**src/design/adc_pkg.sv**
```systemverilog
`default_nettype none

package adc_pkg;

    // the AD7980 fixes the converter word width
    localparam int SAMPLE_BITS = 16;

    typedef logic [SAMPLE_BITS-1:0] sample_t;

    typedef enum logic [1:0] {
        READER_IDLE,
        READER_CONVERT,  // cnv is high while the converter is busy
        READER_READ      // sclk runs while sdo is shifted in
    } reader_state_t;

    typedef enum logic {
        COLLECTOR_GATHER,
        COLLECTOR_DRAIN
    } collector_state_t;

endpackage

`default_nettype wire

```
**src/design/adc_channel_if.sv**
```systemverilog
`default_nettype none

interface adc_channel_if import adc_pkg::*; ();

    logic    start;  // common start strobe from the timer
    logic    busy;
    logic    valid;  // one-cycle pulse when data holds a fresh word
    sample_t data;

    modport timer (
        output start,
        input  busy
    );

    modport reader (
        input  start,
        output busy,
        output valid,
        output data
    );

    modport collector (
        input valid,
        input data
    );

endinterface

`default_nettype wire

```
**src/design/ad7980_reader.sv**
```systemverilog
`default_nettype none

module ad7980_reader import adc_pkg::*; #(
    parameter int CONV_CYCLES = 71
) (
    input  logic          clk,
    input  logic          rstn,
    adc_channel_if.reader chan,
    input  logic          sdo,
    output logic          cnv,
    output logic          sclk
);

    // one counter serves both the conversion time and the 2*SAMPLE_BITS read cycles
    localparam int CNT_MAX = (CONV_CYCLES > 2 * SAMPLE_BITS) ? CONV_CYCLES : 2 * SAMPLE_BITS;
    localparam int CNT_W   = $clog2(CNT_MAX) + 1;

    reader_state_t    state;
    logic [CNT_W-1:0] cnt;
    sample_t          shift;
    logic             busy;
    logic             valid;

    assign chan.busy  = busy;
    assign chan.valid = valid;
    assign chan.data  = shift;  // only changes during a read, after the next start

    always_ff @(posedge clk) begin
        if (!rstn) begin
            state <= READER_IDLE;
            cnt   <= '0;
            busy  <= 1'b0;
            valid <= 1'b0;
            cnv   <= 1'b0;
            sclk  <= 1'b1;
        end else begin
            valid <= 1'b0;
            case (state)
                READER_IDLE: begin
                    // busy stays up through the cycle of the valid pulse
                    busy <= 1'b0;
                    if (chan.start) begin
                        busy  <= 1'b1;
                        cnv   <= 1'b1;
                        cnt   <= '0;
                        state <= READER_CONVERT;
                    end
                end
                READER_CONVERT: begin
                    cnt <= cnt + 1'b1;
                    if (cnt == CNT_W'(CONV_CYCLES - 1)) begin
                        cnv   <= 1'b0;
                        sclk  <= 1'b0;  // first low half of the read
                        cnt   <= '0;
                        state <= READER_READ;
                    end
                end
                READER_READ: begin
                    cnt  <= cnt + 1'b1;
                    sclk <= ~sclk;
                    if (cnt == CNT_W'(2 * SAMPLE_BITS - 1)) begin
                        sclk  <= 1'b1;
                        valid <= 1'b1;
                        state <= READER_IDLE;
                    end
                end
                default: begin
                    state <= READER_IDLE;
                end
            endcase
        end
    end

    // sdo is taken at the end of every low sclk cycle, msb first
    always_ff @(posedge clk) begin
        if (state == READER_READ && !sclk) begin
            shift <= {shift[SAMPLE_BITS-2:0], sdo};
        end
    end

endmodule

`default_nettype wire

```
**src/design/adc_array_top.sv**
```systemverilog
`default_nettype none

module adc_array_top import adc_pkg::*; #(
    parameter int NUM_CHANNELS  = 4,
    parameter int CONV_CYCLES   = 71,
    parameter int SAMPLE_PERIOD = 128
) (
    input  logic                            clk,
    input  logic                            rstn,
    input  logic                            enable,
    input  logic [NUM_CHANNELS-1:0]         sdo,
    output logic [NUM_CHANNELS-1:0]         cnv,
    output logic [NUM_CHANNELS-1:0]         sclk,
    output sample_t                         sample_data,
    output logic [$clog2(NUM_CHANNELS)-1:0] sample_channel,
    output logic                            sample_valid,
    output logic                            frame_last
);

    // one link per converter with a start that is common to all of them
    adc_channel_if chans [NUM_CHANNELS] ();

    conversion_timer #(
        .SAMPLE_PERIOD (SAMPLE_PERIOD),
        .NUM_CHANNELS  (NUM_CHANNELS)
    ) u_timer (
        .clk    (clk),
        .rstn   (rstn),
        .enable (enable),
        .chans  (chans)
    );

    for (genvar g = 0; g < NUM_CHANNELS; g++) begin : g_reader
        ad7980_reader #(
            .CONV_CYCLES (CONV_CYCLES)
        ) u_reader (
            .clk  (clk),
            .rstn (rstn),
            .chan (chans[g]),
            .sdo  (sdo[g]),
            .cnv  (cnv[g]),
            .sclk (sclk[g])
        );
    end

    sample_collector #(
        .NUM_CHANNELS (NUM_CHANNELS)
    ) u_collector (
        .clk            (clk),
        .rstn           (rstn),
        .chans          (chans),
        .sample_data    (sample_data),
        .sample_channel (sample_channel),
        .sample_valid   (sample_valid),
        .frame_last     (frame_last)
    );

endmodule

`default_nettype wire

```
**src/design/conversion_timer.sv**
```systemverilog
`default_nettype none

module conversion_timer import adc_pkg::*; #(
    parameter int SAMPLE_PERIOD = 128,
    parameter int NUM_CHANNELS  = 4
) (
    input  logic               clk,
    input  logic               rstn,
    input  logic               enable,
    adc_channel_if.timer       chans [NUM_CHANNELS]
);

    localparam int CNT_W = $clog2(SAMPLE_PERIOD);

    logic [CNT_W-1:0]        cnt;
    logic                    start;
    logic [NUM_CHANNELS-1:0] busy_vec;
    logic                    any_busy;

    for (genvar g = 0; g < NUM_CHANNELS; g++) begin : g_chan
        assign chans[g].start = start;
        assign busy_vec[g]    = chans[g].busy;
    end

    assign any_busy = |busy_vec;

    // cnt counts down to zero, a start is only issued at zero with every reader idle
    always_ff @(posedge clk) begin
        if (!rstn) begin
            cnt   <= '0;
            start <= 1'b0;
        end else begin
            start <= 1'b0;
            if (!enable) begin
                cnt <= '0;  // next enable starts a conversion right away
            end else if (cnt != '0) begin
                cnt <= cnt - 1'b1;
            end else if (!any_busy) begin
                start <= 1'b1;
                cnt   <= CNT_W'(SAMPLE_PERIOD - 1);
            end
        end
    end

endmodule

`default_nettype wire

```
**src/design/sample_collector.sv**
```systemverilog
`default_nettype none

module sample_collector import adc_pkg::*; #(
    parameter int NUM_CHANNELS = 4
) (
    input  logic                            clk,
    input  logic                            rstn,
    adc_channel_if.collector                chans [NUM_CHANNELS],
    output sample_t                         sample_data,
    output logic [$clog2(NUM_CHANNELS)-1:0] sample_channel,
    output logic                            sample_valid,
    output logic                            frame_last
);

    localparam int IDX_W = $clog2(NUM_CHANNELS);

    collector_state_t        state;
    logic [NUM_CHANNELS-1:0] arrived;
    logic [NUM_CHANNELS-1:0] arrived_next;
    logic [NUM_CHANNELS-1:0] valid_vec;
    sample_t                 data_vec [NUM_CHANNELS];
    sample_t                 words [NUM_CHANNELS];
    logic [IDX_W-1:0]        idx;

    for (genvar g = 0; g < NUM_CHANNELS; g++) begin : g_chan
        assign valid_vec[g] = chans[g].valid;
        assign data_vec[g]  = chans[g].data;

        always_ff @(posedge clk) begin
            if (valid_vec[g]) begin
                words[g] <= data_vec[g];
            end
        end
    end

    assign arrived_next = arrived | valid_vec;

    always_ff @(posedge clk) begin
        if (!rstn) begin
            state   <= COLLECTOR_GATHER;
            arrived <= '0;
            idx     <= '0;
        end else begin
            case (state)
                COLLECTOR_GATHER: begin
                    arrived <= arrived_next;
                    idx     <= '0;
                    if (&arrived_next) begin
                        state <= COLLECTOR_DRAIN;  // channel 0 goes out next cycle
                    end
                end
                COLLECTOR_DRAIN: begin
                    idx <= idx + 1'b1;
                    if (idx == IDX_W'(NUM_CHANNELS - 1)) begin
                        idx     <= '0;
                        arrived <= '0;
                        state   <= COLLECTOR_GATHER;
                    end
                end
                default: begin
                    state <= COLLECTOR_GATHER;
                end
            endcase
        end
    end

    // one word per cycle in channel order with no back-pressure
    assign sample_valid   = (state == COLLECTOR_DRAIN);
    assign sample_channel = idx;
    assign sample_data    = words[idx];
    assign frame_last     = sample_valid && (idx == IDX_W'(NUM_CHANNELS - 1));

endmodule

`default_nettype wire

```
**config.mk**
```make
export PLATFORM = sky130hd
export DESIGN_NAME = adc_array_top
export DESIGN_NICKNAME = d
export VERILOG_FILES = /design/src/design/adc_pkg.sv /design/src/design/adc_channel_if.sv /design/src/design/ad7980_reader.sv /design/src/design/adc_array_top.sv /design/src/design/conversion_timer.sv /design/src/design/sample_collector.sv
export SDC_FILE = /design/constraint.sdc
export NUM_CORES = 1
export LEC_CHECK = 0
export BUFFER_PORTS_ARGS = -buffer_cell sky130_fd_sc_hd__buf_2
export CORE_ASPECT_RATIO = 0.8
export CORE_MARGIN = 2
export CORE_UTILIZATION = 61
export CTS_CLUSTER_DIAMETER = 200
export DETAILED_ROUTE_END_ITERATION = 6
export PLACE_DENSITY = 0.79
export REMOVE_ABC_BUFFERS = 1
export SYNTH_ARGS = -nofsm -noshare
export SYNTH_HDL_FRONTEND = slang
export SYNTH_HIERARCHICAL = 1
export SYNTH_SLANG_ARGS = --single-unit
```
**constraint.sdc**
```tcl
create_clock -name clk -period 2.4 [get_ports clk]
set_clock_uncertainty 0.05 [all_clocks]
set_input_delay 0.12 -clock clk [delete_from_list [all_inputs] [get_ports clk]]
set_output_delay 0.12 -clock clk [all_outputs]
set_load 0.01 [all_outputs]
```
Word-level counts from Yosys, hierarchy flattened
Memory sizes are Yosys's and may differ from the RTL's. A register that Yosys moved wholly into a read port is not among the register bits.
Cells that the tools add are included.
- flip-flop bits (word level): 135
- bits in latches: 0
- bits in writable memories: 64
- memory bits (read-only): 0
- bits of input ports: 7
- output and inout port bits: 28
- word-level logic and storage cells: 192
- memories kept: 1
- memory list (memory ; depth ; width ; rd ports ; clocked after memory_dff ; wr ports ; RTL line ; RTL):
    u_collector.words ; 4 ; 16 ; 1 ; 1 ; 4 ; sample_collector.sv:22 ; sample_t words [NUM_CHANNELS];
- $add $sub $neg: 6
- multiply operators: 0
- div/mod/pow operators: 0
- order comparisons: 0
- eq/ne operators: 31
- shift-type cells: 0
- muxes and demuxes: 63
- bitwise gates (word level): 8
- reduce and logical (&&, ||, !) cells: 50
- operator list (operator ; number):
    8-bit one-hot mux with 3 select lines ; 4
    8-bit 2-to-1 mux ; 5
    8-bit by 1-bit adder with 8-bit output (second input constant) ; 4
    8-bit by 5-bit == test with 1-bit output (second input constant) ; 4
    8-bit by 7-bit == test with 1-bit output (second input constant) ; 4
    2-bit AND reduction ; 13
    1-bit 2-to-1 mux ; 25
    2-bit one-hot mux with 3 select lines ; 4
    3-bit AND reduction ; 8
    2-bit 2-to-1 mux ; 11
    1-bit one-hot mux with 2 select lines ; 9
    2-bit by 1-bit != test with 1-bit output (second input constant) ; 8
    2-bit nonzero test ; 8
    7-bit 2-to-1 mux ; 2
    2-bit != test (second input constant) ; 6
    3-bit nonzero test ; 4
    2-bit == test (second input constant) ; 5
    2-bit by 1-bit == test with 1-bit output (second input constant) ; 4
    2-bit logical NOT ; 4
    4-bit one-hot mux with 2 select lines ; 1
    1-bit NOT ; 7
    7-bit nonzero test ; 1
    7-bit by 1-bit subtractor with 7-bit output (second input constant) ; 1
    1-bit logical AND ; 5
    other kinds (8) ; 11

Logic depth before layout (Yosys ltp)
- depth in word-level cells: 4
- gate-level depth with buffers: 6
- gate-level depth less buffers: 6

Modules after synthesis
The synthesis kept the hierarchy.
- by module, submodules not included (module ; times used ; cells each ; area an instance (µm²)):
    ad7980_reader ; 4 ; 110 ; 1328.8
    sample_collector ; 1 ; 113 ; 2630.0
    conversion_timer ; 1 ; 42 ; 405.4

Least setup slack after synthesis
No wires, ideal clock.
- kind: flip-flop to flip-flop
- start: register g_reader[1].u_reader.state[0]
- end: register g_reader[1].u_reader.shift[0], enable pin
- arrival time: 1.455 ns
- required time: 1.960 ns
- setup slack: 0.505 ns
- cell stages (with the launch flop): 4
- path buffers: 0
- clock period less this slack: 1.895 ns
- path through: dfxtp_1 -> inv_1 -> ha_1 -> nor2b_1
- longest elaborated chain between the ends: 2
- RTL lines (what ; RTL line ; RTL):
    start, declared ; ad7980_reader.sv:18 ; reader_state_t state;
    start signal, assigned ; ad7980_reader.sv:30 ; state <= READER_IDLE;
    start signal, assigned ; ad7980_reader.sv:46 ; state <= READER_CONVERT;
    start signal, assigned ; ad7980_reader.sv:55 ; state <= READER_READ;
    2-bit == test ; ad7980_reader.sv:76 ; if (state == READER_READ && !sclk) begin
    1-bit logical AND ; ad7980_reader.sv:76 ;
    end signal, assigned ; ad7980_reader.sv:77 ; shift <= {shift[SAMPLE_BITS-2:0], sdo};
    end, declared ; ad7980_reader.sv:20 ; sample_t shift;
Every way passes these cells.
A chain may end at the register's enable or synchronous reset.

==> impl_metrics.csv <==
group,metric,value,unit
synthesis,async_flop_share,0,
final_layout,fin_cells,844,
clock_network,cts_root_buf,"clkbuf_16",
setup_path,reg2reg_depth,6,
timing,fmax,487,MHz
drt,vias,5126,
timing,tightestPinTransition,656,ps
timing,setup_tns,0,ps
global_routing,grt_max_degree,32,
placement,pre_cts_ws,400,ps
timing,postLayoutSetupSlackWorst,347,ps
min_path,whs_path_depth,3,
clock_network,htreeDepth,4,
timing,fin_crit,2050,ps
setup_path,required,2230,ps
setup_path,crit_chain,"buf_4 -> mux4_1 -> buf_2",
placement,dpl.cell_count,807,
drt,firstDrtPassIters,5,
global_routing,grt.overflow.total,0,
timing,setup_viol,0,
timing,finalCritPeriodShare,0.856,
pwr,power_density,821,mW/mm^2
pwr,ir_drop,0.680,mV
drt,drt_iter0_drc,447,
die,initial_core_util,0.621,
synthesis,synth_ff_type,"edfxtp_1",
final_layout,final_common_cell,"edfxtp_1",
drt,via_per_inst,6.07,
final_layout,final_cell_mix,"edfxtp_1, nand2_1, dfxtp_1, nand3_1, buf_2",
setup_path,critPathLaunchType,"register",
synthesis,ys_warn_count,6,
global_routing,grt_pass1_wl,26000,um
clock_network,numCtsBuffers,17,
clock_network,cts_resized,0,
die,fp-row-count,38,
final_layout,drive_gt1_frac,0.190,
setup_path,arrival,1880,ps
synthesis,avgSynthCellArea,14.0,um^2
drt,antenna_left,0,
timing,hold_viol_final,0,
placement,gp_congestion,0.860,
placement,io_buffers,34,
final_layout,nets,685,
final_layout,insertedDiodeCount,0,
synthesis,synth_area,0.00835,mm^2
final_layout,synthToLayoutAreaGrowth,11.7,%
status,status,"finished, final reports clean",
clock_network,post_cts_buffers,0,
die,die_area,0.0146,mm^2
clock_network,clkLatencyLatePin,430,ps
clock_network,clock_sinks,199,
die,fp.coreArea,0.0135,mm^2
setup_path,cp_slowest_stage_delay,660,ps
timing,finalMaxSlewViolations,0,
setup_path,crit_path_end_kind,"output port",
setup_path,reg2reg_slack,370,ps
timing,rsz0062_at_grt,"no",
setup_path,critPathMaxFanout,12,
drt,drc,0,
synthesis,synth-seq-cells,199,
clock_network,hold_buffers,5,
synthesis,netlist_instances,595,
clock_network,cts_tree,"built",
global_routing,antenna_found_initial,0,
setup_path,critPathKind,"register to output port",
die,die_y,109,um
die,io_pins,35,
timing,maxSlewHeadroom,0.562,
synthesis,synthDistinctLibCells,51,
global_routing,grt.total_usage,0.238,
global_routing,grt_pass1_vias,5004,
clock_network,clk_path_buf_depth,2,
flow_run,drv_cap,0,
pwr,p_total,7.66,mW
drt,wl_per_cell,19.4,um
synthesis,synth_edf_count,128,
pwr,leakagePower,3.21,nW
min_path,hp-class,"input port to register",
clock_network,cts.clk_slew.worst_paths,70,ps
synthesis,ys_seq_area_frac,0.631,
setup_path,cp_slowest_cell,"mux4_1",
placement,hpwl,10500,um
timing,hold_ws,193,ps
die,dieWidth,135,um
drt,drt_wl_total,16400,um
[logic make-up (layout without fill, tap and decap cells)]
group	Yosys count	after routing	synth area share
adders and majority gates	27	27	0.0405
DFF	199	199	0.631
muxes	28	28	0.0607
buffers and inverters	43	112	0.0292
xor gates and xnor gates	1	1	0.00105
AOI/OAI and AO/OA	93	93	0.0983
and+or+nand+nor	204	204	0.140
[sequential cells by signal (all words and copies together), names as in the netlist]
| signal | flops |
|---|---|
| g_reader.u_reader/chan.data | 64 |
| u_collector/words | 64 |
| g_reader.u_reader/cnt | 32 |
| g_reader.u_reader/state | 8 |
| u_timer/cnt | 7 |
| g_reader.u_reader/chan.busy | 4 |
| g_reader.u_reader/chan.valid | 4 |
| g_reader.u_reader/cnv | 4 |
| g_reader.u_reader/sclk | 4 |
| u_collector/arrived | 4 |
| u_collector/sample_channel | 2 |
| u_collector/sample_valid | 1 |
| u_timer/chans.start | 1 |
[metal layers]
metal | share of wire | wire [um] | vias up | global-route usage
li1 | - | - | 2377 | -
met1 | 0.44 | 7140 | 2538 | 0.319
met2 | 0.49 | 7970 | 190 | 0.387
met3 | 0.063 | 1040 | 21 | 0.0572
met4 | 0.014 | 233 | 0 | 0.0820
met5 | 0 | 0 | - | 0
[per-stage QoR]
step                       util  instance area [um^2]
final                     0.693                  9330
after global routing      0.693                  9330
after CTS                 0.693                  9330
after detailed placement  0.647                  8710
after global placement    0.647                  8710
after floorplan               -                  8210
[power by group]
part	switching, mW	internal [mW]	leakage (nW)
combinational	0.572	0.439	1.21
clock	1.23	1.55	0.273
sequential	0.138	3.73	1.73
[final timing paths]
check | start | to
min | rstn | g_reader[3].u_reader/chan.valid
min reg2reg | g_reader[3].u_reader/chan.data[15] | u_collector/words[3][15]
max reg2reg | g_reader[2].u_reader/state[0] | g_reader[2].u_reader/cnt[6]
max | u_collector/sample_channel[0] | sample_data[1]
[Yosys cell counts (all sizes together), types with 5 or more instances]
master,instances,area [um^2]
ha,27,338
or3,8,50.1
o21ai,5,25.0
or2,12,75.1
edfxtp,128,3840
nand2,75,292
mux2i,12,120
nor2,22,82.6
nand3,38,190
nor2b,11,98.8
mux4,16,387
o311ai,20,175
buf,15,139
nand2b,5,31.3
or4,5,56.3
a21oi,10,50.1
dfxtp,71,1420
a211oi,18,185
o21a,11,82.6
inv,27,101
[worst max-delay path, delay by kind of cell (launching register included)]
kind	cells	cell delay, ps
buffers and inverters	2	450
muxes	1	660
DFF	1	360
[cell type report]
cell class	instances	area, um^2
clock buffers	22	444
clock inverters	10	125
fillers	891	4130
inverters	27	101
multi-input cells	353	2840
flip-flops and latches	199	5270
well taps	180	225
repair buffers	53	325
Note: power is estimated with default switching activity, not from simulation.
